==> src/common/sifh_macros.svh <==
`ifndef SIFH_MACROS_SVH
`define SIFH_MACROS_SVH

`define Np 12 // tdc timestamp width
`define Nb 6 // coarse and fine field width
`define peakMax 16 // bin count width
`define RAM_ADDR 6
`define BIN_NUM 64

// byte offsets on the host bus
`define REG_CTRL 5'h00
`define REG_STATUS 5'h04
`define REG_EVENTS 5'h08
`define REG_RESULT 5'h0C
`define REG_PEAKCNT 5'h10

`endif

==> src/common/sifhBusPkg.sv <==
package sifhBusPkg;

    typedef logic [31:0] axiDataT;
    typedef logic [4:0] axiAddrT; // covers offsets up to 0x1f

    typedef enum logic [1:0] {
        RESP_OKAY = 2'd0,
        RESP_SLVERR = 2'd2
    } axiRespT;

    // write side walks all four, read side only idle and resp
    typedef enum logic [1:0] {
        RS_IDLE,
        RS_GOT_ADDR,
        RS_GOT_DATA,
        RS_RESP
    } regStateT;

endpackage

==> src/common/sifhHistPkg.sv <==
`include "sifh_macros.svh"

package sifhHistPkg;

    typedef logic [`Np-1:0] timestampT; // raw tdc word
    typedef logic [`RAM_ADDR-1:0] binIdxT; // bin index, same as sram address
    typedef logic [`peakMax-1:0] binCntT; // saturating count
    typedef logic [23:0] eventCntT; // events per pass

    // two passes, each cleared, built and scanned
    typedef enum logic [2:0] {
        PH_IDLE,
        PH_CLEAR1,
        PH_BUILD1,
        PH_SCAN1,
        PH_FILTER,
        PH_CLEAR2,
        PH_BUILD2,
        PH_SCAN2
    } phaseT;

endpackage

==> src/histogram/histBuilder.sv <==
`timescale 1ns/1ps

module histBuilder import sifhHistPkg::*; (
    input  logic   clk,
    input  logic   res,
    input  logic   binValid,
    input  binIdxT binIdx,
    output logic   ramRe,
    output binIdxT ramRaddr,
    input  binCntT ramRdata,
    output logic   ramWe,
    output binIdxT ramWaddr,
    output binCntT ramWdata,
    output logic   buildIdle
);
    logic   s1Valid, s2Valid, s3Valid;
    binIdxT s1Idx, s2Idx, s3Idx;
    binCntT s2Cnt, s3Cnt;
    binCntT curCnt;

    assign ramRe     = binValid; // read issued with the strobe
    assign ramRaddr  = binIdx;
    assign ramWe     = s2Valid; // stage 2 owns the write port
    assign ramWaddr  = s2Idx;
    assign ramWdata  = s2Cnt;
    assign buildIdle = !(s1Valid || s2Valid);

    // sram data in stage 1 misses the pending write in stage 2
    // and the one retired at the last edge, now held in stage 3
    always_comb begin
        curCnt = ramRdata;
        if (s3Valid && s3Idx == s1Idx) curCnt = s3Cnt;
        if (s2Valid && s2Idx == s1Idx) curCnt = s2Cnt; // newest wins
    end

    always_ff @(posedge clk or negedge res) begin
        if (!res) begin
            s1Valid <= 1'b0;
            s2Valid <= 1'b0;
            s3Valid <= 1'b0;
        end else begin
            s1Valid <= binValid;
            s2Valid <= s1Valid;
            s3Valid <= s2Valid;
        end
    end

    always_ff @(posedge clk) begin
        s1Idx <= binIdx;
        s2Idx <= s1Idx;
        s3Idx <= s2Idx;
        s2Cnt <= (curCnt == '1) ? curCnt : curCnt + 1'b1; // saturate at 0xffff
        s3Cnt <= s2Cnt;
    end

endmodule

==> src/histogram/histSram.sv <==
`timescale 1ns/1ps
`include "sifh_macros.svh"

module histSram import sifhHistPkg::*; (
    input  logic   clk,
    input  logic   we,
    input  binIdxT waddr,
    input  binCntT wdata,
    input  logic   re,
    input  binIdxT raddr,
    output binCntT rdata
);
    binCntT mem [`BIN_NUM];

    always_ff @(posedge clk) begin
        if (we) mem[waddr] <= wdata;
        if (re) rdata <= mem[raddr]; // old data on a same-address write
    end

endmodule

==> src/hw/peakFinder.sv <==
`timescale 1ns/1ps
`include "sifh_macros.svh"

module peakFinder import sifhHistPkg::*; (
    input  logic   clk,
    input  logic   res,
    input  logic   scanStart,
    output logic   ramRe,
    output binIdxT ramRaddr,
    input  binCntT ramRdata,
    output logic   scanDone,
    output binIdxT peakBin,
    output binCntT peakCnt
);
    logic   scanning;
    logic   rdValid;
    logic   rdLast;
    binIdxT rdAddr;
    binIdxT rdIdx;

    assign ramRe    = scanning;
    assign ramRaddr = rdAddr;

    always_ff @(posedge clk or negedge res) begin
        if (!res) begin
            scanning <= 1'b0;
            rdValid  <= 1'b0;
            rdLast   <= 1'b0;
            scanDone <= 1'b0;
            rdAddr   <= '0;
            rdIdx    <= '0;
            peakBin  <= '0;
            peakCnt  <= '0;
        end else begin
            rdValid  <= scanning; // data back one cycle after the read
            rdIdx    <= rdAddr;
            rdLast   <= scanning && rdAddr == binIdxT'(`BIN_NUM - 1);
            scanDone <= rdLast;
            // strictly greater keeps the lowest bin on a tie
            if (rdValid && ramRdata > peakCnt) begin
                peakBin <= rdIdx;
                peakCnt <= ramRdata;
            end
            if (scanStart) begin
                scanning <= 1'b1;
                rdAddr   <= '0;
                peakBin  <= '0;
                peakCnt  <= '0;
            end else if (scanning) begin
                rdAddr <= rdAddr + 1'b1;
                if (rdAddr == binIdxT'(`BIN_NUM - 1)) scanning <= 1'b0;
            end
        end
    end

endmodule

==> src/hw/sifhCtrl.sv <==
`timescale 1ns/1ps
`include "sifh_macros.svh"

module sifhCtrl import sifhHistPkg::*; (
    input  logic      clk,
    input  logic      res,
    input  logic      start,
    input  eventCntT  eventCount,
    input  timestampT tdcData,
    input  logic      tdcValid,
    output logic      tdcReady,
    output logic      binValid,
    output binIdxT    binIdx,
    input  logic      buildIdle,
    input  logic      bldWe,
    input  binIdxT    bldWaddr,
    input  binCntT    bldWdata,
    input  logic      bldRe,
    input  binIdxT    bldRaddr,
    output binCntT    bldRdata,
    output logic      scanStart,
    input  logic      scanDone,
    input  binIdxT    peakBin,
    input  binCntT    peakCnt,
    input  logic      fndRe,
    input  binIdxT    fndRaddr,
    output binCntT    fndRdata,
    output logic      we,
    output binIdxT    waddr,
    output binCntT    wdata,
    output logic      re,
    output binIdxT    raddr,
    input  binCntT    rdata,
    output logic      busy,
    output logic      done,
    output timestampT result,
    output binCntT    peakCount
);
    phaseT    phase;
    binIdxT   clrCnt;
    eventCntT evCnt;
    binIdxT   windowBin;
    binIdxT   coarseIdx;
    logic     building, clearing, targetHit, tdcFire;

    assign coarseIdx = tdcData[`Np-1 -: `Nb];
    assign building  = phase == PH_BUILD1 || phase == PH_BUILD2;
    assign clearing  = phase == PH_CLEAR1 || phase == PH_CLEAR2;
    assign targetHit = evCnt >= eventCount;
    assign tdcReady  = building && !targetHit;
    assign tdcFire   = tdcValid && tdcReady;
    // fine pass still counts dropped events toward the target
    assign binValid  = tdcFire && (phase == PH_BUILD1 || coarseIdx == windowBin);
    assign binIdx    = (phase == PH_BUILD1) ? coarseIdx : tdcData[`Nb-1:0];
    assign busy      = phase != PH_IDLE;
    assign bldRdata  = rdata;
    assign fndRdata  = rdata;

    // sram port owner follows the phase
    always_comb begin
        we    = 1'b0;
        waddr = clrCnt;
        wdata = '0;
        re    = 1'b0;
        raddr = fndRaddr;
        if (clearing) begin
            we = 1'b1; // zero fill
        end else if (building) begin
            we    = bldWe;
            waddr = bldWaddr;
            wdata = bldWdata;
            re    = bldRe;
            raddr = bldRaddr;
        end else if (phase == PH_SCAN1 || phase == PH_SCAN2) begin
            re = fndRe;
        end
    end

    always_ff @(posedge clk or negedge res) begin
        if (!res) begin
            phase     <= PH_IDLE;
            clrCnt    <= '0;
            evCnt     <= '0;
            windowBin <= '0;
            scanStart <= 1'b0;
            done      <= 1'b0;
            result    <= '0;
            peakCount <= '0;
        end else begin
            scanStart <= 1'b0;
            if (clearing) clrCnt <= clrCnt + 1'b1; // wraps back to 0 after the last bin
            if (tdcFire) evCnt <= evCnt + 1'b1;
            case (phase)
                PH_IDLE: begin
                    if (start) begin
                        done  <= 1'b0;
                        phase <= PH_CLEAR1;
                    end
                end
                PH_CLEAR1, PH_CLEAR2: begin
                    if (clrCnt == binIdxT'(`BIN_NUM - 1)) begin
                        evCnt <= '0;
                        phase <= (phase == PH_CLEAR1) ? PH_BUILD1 : PH_BUILD2;
                    end
                end
                PH_BUILD1, PH_BUILD2: begin
                    if (targetHit && buildIdle) begin // last write has landed
                        scanStart <= 1'b1;
                        phase     <= (phase == PH_BUILD1) ? PH_SCAN1 : PH_SCAN2;
                    end
                end
                PH_SCAN1: if (scanDone) phase <= PH_FILTER;
                PH_FILTER: begin
                    windowBin <= peakBin; // coarse peak picks the window
                    phase     <= PH_CLEAR2;
                end
                PH_SCAN2: begin
                    if (scanDone) begin
                        result    <= {windowBin, peakBin};
                        peakCount <= peakCnt;
                        done      <= 1'b1;
                        phase     <= PH_IDLE;
                    end
                end
                default: phase <= PH_IDLE;
            endcase
        end
    end

endmodule

==> src/hw/sifhRegs.sv <==
`timescale 1ns/1ps
`include "sifh_macros.svh"

module sifhRegs import sifhBusPkg::*, sifhHistPkg::*; (
    input  logic       clk,
    input  logic       res,
    input  axiAddrT    awaddr,
    input  logic       awvalid,
    output logic       awready,
    input  axiDataT    wdata,
    input  logic [3:0] wstrb,
    input  logic       wvalid,
    output logic       wready,
    output axiRespT    bresp,
    output logic       bvalid,
    input  logic       bready,
    input  axiAddrT    araddr,
    input  logic       arvalid,
    output logic       arready,
    output axiDataT    rdata,
    output axiRespT    rresp,
    output logic       rvalid,
    input  logic       rready,
    input  logic       busy,
    input  logic       done,
    input  timestampT  result,
    input  binCntT     peakCount,
    output logic       start,
    output eventCntT   eventCount
);
    regStateT   wState, rState;
    axiAddrT    awAddrQ, wrAddr;
    axiDataT    wDataQ, wrData, rdMux;
    logic [3:0] wStrbQ, wrStrb;
    logic       awFire, wFire, arFire, doWrite;

    function automatic logic isMapped(axiAddrT a);
        return a == `REG_CTRL || a == `REG_STATUS || a == `REG_EVENTS ||
               a == `REG_RESULT || a == `REG_PEAKCNT;
    endfunction

    assign awFire = awvalid && awready;
    assign wFire  = wvalid && wready;
    assign arFire = arvalid && arready;
    // take whichever half arrives this cycle, the other from its holding register
    assign wrAddr = awFire ? awaddr : awAddrQ;
    assign wrData = wFire ? wdata : wDataQ;
    assign wrStrb = wFire ? wstrb : wStrbQ;
    assign doWrite = (wState == RS_IDLE && awFire && wFire) ||
                     (wState == RS_GOT_ADDR && wFire) ||
                     (wState == RS_GOT_DATA && awFire);

    always_comb begin
        case (araddr)
            `REG_STATUS:  rdMux = {30'd0, done, busy};
            `REG_EVENTS:  rdMux = axiDataT'(eventCount);
            `REG_RESULT:  rdMux = axiDataT'(result);
            `REG_PEAKCNT: rdMux = axiDataT'(peakCount);
            default:      rdMux = '0; // ctrl and unmapped read as zero
        endcase
    end

    always_ff @(posedge clk or negedge res) begin
        if (!res) begin
            wState     <= RS_IDLE;
            awready    <= 1'b0;
            wready     <= 1'b0;
            bvalid     <= 1'b0;
            start      <= 1'b0;
            eventCount <= '0;
        end else begin
            start <= doWrite && wrAddr == `REG_CTRL && wrStrb[0] && wrData[0]; // one cycle pulse
            if (doWrite && wrAddr == `REG_EVENTS) begin
                for (int i = 0; i < 3; i++) begin
                    if (wrStrb[i]) eventCount[8*i +: 8] <= wrData[8*i +: 8];
                end
            end
            case (wState)
                RS_IDLE: begin
                    awready <= 1'b1;
                    wready  <= 1'b1;
                    if (doWrite) begin
                        awready <= 1'b0;
                        wready  <= 1'b0;
                        bvalid  <= 1'b1;
                        wState  <= RS_RESP;
                    end else if (awFire) begin
                        awready <= 1'b0;
                        wState  <= RS_GOT_ADDR;
                    end else if (wFire) begin
                        wready <= 1'b0;
                        wState <= RS_GOT_DATA;
                    end
                end
                RS_GOT_ADDR, RS_GOT_DATA: begin
                    if (doWrite) begin
                        awready <= 1'b0;
                        wready  <= 1'b0;
                        bvalid  <= 1'b1;
                        wState  <= RS_RESP;
                    end
                end
                RS_RESP: begin
                    if (bready) begin
                        bvalid <= 1'b0;
                        wState <= RS_IDLE;
                    end
                end
                default: wState <= RS_IDLE;
            endcase
        end
    end

    always_ff @(posedge clk or negedge res) begin
        if (!res) begin
            rState  <= RS_IDLE;
            arready <= 1'b0;
            rvalid  <= 1'b0;
        end else if (rState == RS_IDLE) begin
            arready <= !arFire;
            if (arFire) begin
                rvalid <= 1'b1;
                rState <= RS_RESP;
            end
        end else if (rready) begin
            rvalid <= 1'b0;
            rState <= RS_IDLE;
        end
    end

    always_ff @(posedge clk) begin
        if (awFire) awAddrQ <= awaddr;
        if (wFire) begin
            wDataQ <= wdata;
            wStrbQ <= wstrb;
        end
        if (doWrite) bresp <= isMapped(wrAddr) ? RESP_OKAY : RESP_SLVERR;
        if (arFire) begin
            rdata <= rdMux;
            rresp <= isMapped(araddr) ? RESP_OKAY : RESP_SLVERR;
        end
    end

endmodule

==> src/hw/sifhTop.sv <==
`timescale 1ns/1ps

module sifhTop import sifhBusPkg::*, sifhHistPkg::*; (
    input  logic      clk,
    input  logic      res,
    input  axiAddrT   awaddr,
    input  logic      awvalid,
    output logic      awready,
    input  axiDataT   wdata,
    input  logic [3:0] wstrb,
    input  logic      wvalid,
    output logic      wready,
    output axiRespT   bresp,
    output logic      bvalid,
    input  logic      bready,
    input  axiAddrT   araddr,
    input  logic      arvalid,
    output logic      arready,
    output axiDataT   rdata,
    output axiRespT   rresp,
    output logic      rvalid,
    input  logic      rready,
    input  timestampT tdcData,
    input  logic      tdcValid,
    output logic      tdcReady
);
    logic      start, busy, done;
    eventCntT  eventCount;
    timestampT result;
    binCntT    peakCount;
    logic      binValid, buildIdle;
    binIdxT    binIdx;
    logic      bldRe, bldWe, fndRe, memRe, memWe;
    binIdxT    bldRaddr, bldWaddr, fndRaddr, memRaddr, memWaddr;
    binCntT    bldRdata, bldWdata, fndRdata, memRdata, memWdata;
    logic      scanStart, scanDone;
    binIdxT    peakBin;
    binCntT    peakCnt;

    sifhRegs regsInst (.*);

    sifhCtrl ctrlInst (
        .*,
        .we(memWe), .waddr(memWaddr), .wdata(memWdata),
        .re(memRe), .raddr(memRaddr), .rdata(memRdata)
    );

    histBuilder builderInst (
        .*,
        .ramRe(bldRe), .ramRaddr(bldRaddr), .ramRdata(bldRdata),
        .ramWe(bldWe), .ramWaddr(bldWaddr), .ramWdata(bldWdata)
    );

    histSram sramInst (
        .clk(clk),
        .we(memWe), .waddr(memWaddr), .wdata(memWdata),
        .re(memRe), .raddr(memRaddr), .rdata(memRdata)
    );

    peakFinder finderInst (
        .*,
        .ramRe(fndRe), .ramRaddr(fndRaddr), .ramRdata(fndRdata)
    );

endmodule

==> config.mk <==
export PLATFORM = sky130hd
export DESIGN_NAME = sifhTop
export DESIGN_NICKNAME = d
export VERILOG_FILES = /design/src/common/sifhBusPkg.sv /design/src/common/sifhHistPkg.sv /design/src/histogram/histBuilder.sv /design/src/histogram/histSram.sv /design/src/hw/peakFinder.sv /design/src/hw/sifhCtrl.sv /design/src/hw/sifhRegs.sv /design/src/hw/sifhTop.sv
export VERILOG_INCLUDE_DIRS = /design/src /design/src/common
export SDC_FILE = /design/constraint.sdc
export NUM_CORES = 2
export LEC_CHECK = 0
export BUFFER_PORTS_ARGS = -buffer_cell sky130_fd_sc_hd__buf_2
export CAP_MARGIN = 15
export CORE_MARGIN = 2
export CORE_UTILIZATION = 56
export CTS_CLUSTER_DIAMETER = 80
export DETAILED_ROUTE_END_ITERATION = 7
export GPL_ROUTABILITY_DRIVEN = 0
export PLACE_DENSITY = 0.84
export SKIP_CTS_REPAIR_TIMING = 1
export SYNTH_ARGS = -nofsm -noshare
export SYNTH_HDL_FRONTEND = slang
export SYNTH_HIERARCHICAL = 1
export SYNTH_SLANG_ARGS = --single-unit
==> constraint.sdc <==
create_clock -name clk -period 3.67 [get_ports clk]
set_input_delay 0.1835 -clock clk [delete_from_list [all_inputs] [get_ports clk]]
set_output_delay 0.1835 -clock clk [all_outputs]
set_load 0.005 [all_outputs]
==> run_results.csv <==
group,metric,value,unit
logic_synthesis,synth.top_cell.area_share,0.608,
logic_synthesis,synth_edf_count,1066,
floorplanning,die_width,311,um
clock_network,clk-insertion-delay-late,0.76,ns
power,net-switching-power,16.7,mW
floorplanning,rows,112,
logic_synthesis,yosys_warnings,6,
run,drv_cap,0,
critical_path,path_class,"flop to flop",
grt,overflow,0,
detailed_routing,ant_nets,0,
detailed_routing,avgRoutedWirePerCell,28.0,um
grt,antenna_found_initial,6,
power,power_leakage,21.6,nW
placed_design,hpwl,77800,um
logic_synthesis,syn-cell-area,52700,um^2
sta,post-route-period-util,1.02,
critical_path,cp_max_fo,6,
logic_synthesis,yosysSeqAreaShare,0.706,
grt,grt_use_total,0.262,
final_layout,final_nets,3429,
status,violations,"setup timing",
hold_path,hold_class,"primary input to async pin",
sta,hold_viol_final,0,
logic_synthesis,synthCells,2971,
floorplanning,die_y,311,um
critical_path,slowest_delay,0.42,ns
critical_path,rrSetupSlack,-0.09,ns
sta,period_needed,3.76,ns
critical_path,critPathSlowestCell,"mux4_2",
clock_network,clockRootBuffer,"clkbuf_16",
sta,slew_headroom,0.311,
logic_synthesis,synth_common_cells,"edfxtp_1, mux4_2, dfrtp_1, mux2_2, mux2i_1",
clock_network,clk_pin_slew,0.06,ns
final_layout,area_growth,15.8,%
logic_synthesis,ys_ff_latch,1290,
logic_synthesis,synth.area.top_cells,"edfxtp_1, mux4_2, dfrtp_1",
logic_synthesis,synth-main-ff-cell,"edfxtp_1",
power,power,50.1,mW
sta,setup_ws,-0.0893,ns
clock_network,clock_sinks,1290,
floorplanning,start_util,0.564,
placed_design,port_buffers,88,
detailed_routing,drt_iter0_markers,4100,
clock_network,htree_levels,4,
clock_network,cts_tree,"done",
sta,drv_slew,0,
critical_path,crit_path_end_kind,"flop",
power,pwr-share-clk,0.266,
critical_path,start_kind,"flop",
clock_network,cts.path.max_buffers,3,
grt,grt_pass1_wl,188000,um
detailed_routing,vias,29604,
sta,fmax,266,MHz
grt,grt_pass1_vias,29628,
critical_path,worstPathRequired,4.15,ns
critical_path,crit_chain,"inv_1, ha_1, nor2b_4, mux2_4, mux2_8, buf_6, buf_4, mux4_2, nor2b_1, a211o_1, a31oi_1, buf_4, a311oi_1",
critical_path,critPathArrivalTime,4.24,ns
sta,finClkSkew,0.0453,ns
detailed_routing,vias_per_cell,6.34,
detailed_routing,drt_first_pass_iters,6,
final_layout,drive_above_1_share,0.278,
grt,grt_max_degree,88,
logic_synthesis,avgSynthCellArea,17.7,um^2
power,peakVddDrop,0.000636,V
detailed_routing,route.detailed.drc,0,
status,outcome,"finished with violations",
floorplanning,dieArea,96500,um^2
power,p_sw_frac,0.333,
critical_path,crit_top_cell,"buf_4",
logic_synthesis,yosys.area.top_type,"edfxtp_1",
sta,setup_viol,3,
logic_synthesis,synthArstFlopShare,0.110,
power,comb_power_share,0.356,
final_layout,post-route-util,0.653,
detailed_routing,totalWireLength,131000,um
logic_synthesis,synth_cell_types,92,
power,power_per_cell_area,821,nW/um^2
logic_synthesis,yosysMostFrequentCell,"edfxtp_1",
power,power.internal,33.4,mW
sta,worst_pin_slew,1.03,ns
floorplanning,core_area,93300,um^2
clock_network,cts_buffers,132,
floorplanning,io_pins,108,
power,seq_power_share,0.378,
per-layer routing:
layer  share of wire  routed length, um  global-route usage  vias to the layer above
met5         0.00019                 25                   0                        -
met4           0.049               6350               0.125                        4
met3            0.10              13600              0.0516                      396
met2            0.49              64300               0.428                     1929
met1            0.35              46200               0.341                    14966
li1                -                  -                   -                    12309
cell usage in the layout, fill, tap and decap left out, types with 87 or more instances in the layout:
| cell type | n |
|---|---|
| edfxtp_1 | 1066 |
| buf_4 | 192 |
| buf_2 | 87 |
| dfrtp_1 | 142 |
| clkbuf_16 | 135 |
| mux4_2 | 220 |
| mux2_2 | 130 |
| mux2i_1 | 129 |
| nor2_1 | 98 |
| nand2_1 | 131 |
cell families (layout without fill, tap and decap cells):
| logic type | count (synthesis) | in the layout | synth area share |
|---|---|---|---|
| AOI/OAI and AO/OA | 262 | 262 | 0.0369 |
| adders and majority gates | 54 | 54 | 0.0128 |
| xor gates and xnor gates | 35 | 35 | 0.00582 |
| muxes | 491 | 492 | 0.150 |
| buffers and inverters | 280 | 709 | 0.0308 |
| and+or+nand+nor | 558 | 558 | 0.0570 |
| DFF | 1290 | 1290 | 0.706 |
| other | 1 | 12 | 0.0000712 |
path summary, 6_finish.rpt:
path                            cells past startpoint               endpoint                     start
worst max register to register                     13     sramInst/rdata[11]         ctrlInst/phase[0]
worst min register to register                      0  builderInst/s3Cnt[14]  builderInst/ramWdata[14]
worst max-delay path                               13     sramInst/rdata[11]         ctrlInst/phase[0]
max in group asynchronous                           3     ctrlInst/evCnt[20]                       res
min in group clk                                    4    builderInst/s1Valid               tdcData[11]
worst min-delay path                                2        regsInst/wready                       res
layout make-up:
class	count	area, um^2
fill	5775	32400
timing repair buffer	392	3560
multi-input combinational	1411	14000
inverter	82	308
tap	1254	1570
clock buffer	165	3520
antenna	2	5.00
sequential	1290	37200
clock inverter	70	781
worst max-delay path, delay by kind of cell (launching register included):
family                     cells  cell delay (ns)
DFF                            1             0.38
and+or+nand+nor                2             0.32
AOI/OAI and AO/OA              3             0.75
muxes                          3             1.17
adders and majority gates      1             0.20
buffers and inverters          4             0.67
stage by stage:
| step | area (um^2) | setup TNS (ns) | cells | hold WS (ns) | setup slack [ns] |
|---|---|---|---|---|---|
| 6_report | 61000 | -0.129 | 4666 | 0.0551 | -0.0893 |
| 5_1_grt | 61000 | -0.547 | 4664 | 0.0550 | -0.158 |
| 4_1_cts | 60200 | -0.490 | 4594 | -0.510 | -0.174 |
| 3_5_place_dp | 55900 | -0.130 | 4359 | 0.298 | -0.0866 |
| 3_3_place_gp | 55900 | 0 | 4359 | 0.290 | 0.0664 |
| 2_1_floorplan | 52700 | -3.39 | 2980 | -0.112 | -0.0300 |
flip-flops by register name (all words and copies together), names as in the netlist, 24 cells and up:
signal               cells
regsInst/eventCount     24
regsInst/wDataQ         24
regsInst/rdata          24
sramInst/mem          1024
ctrlInst/evCnt          24
power by group through the flow:
stage / combinational [mW] / sequential (mW) / clock [mW]
global route: 18.6 / 19.0 / 14.0
global placement: 16.2 / 19.1 / 0
floorplan: 11.3 / 18.8 / 0
detailed placement: 16.7 / 19.2 / 0
finish: 17.8 / 18.9 / 13.3
CTS: 17.0 / 18.9 / 13.4
Note: power is estimated with default switching activity, not from simulation.
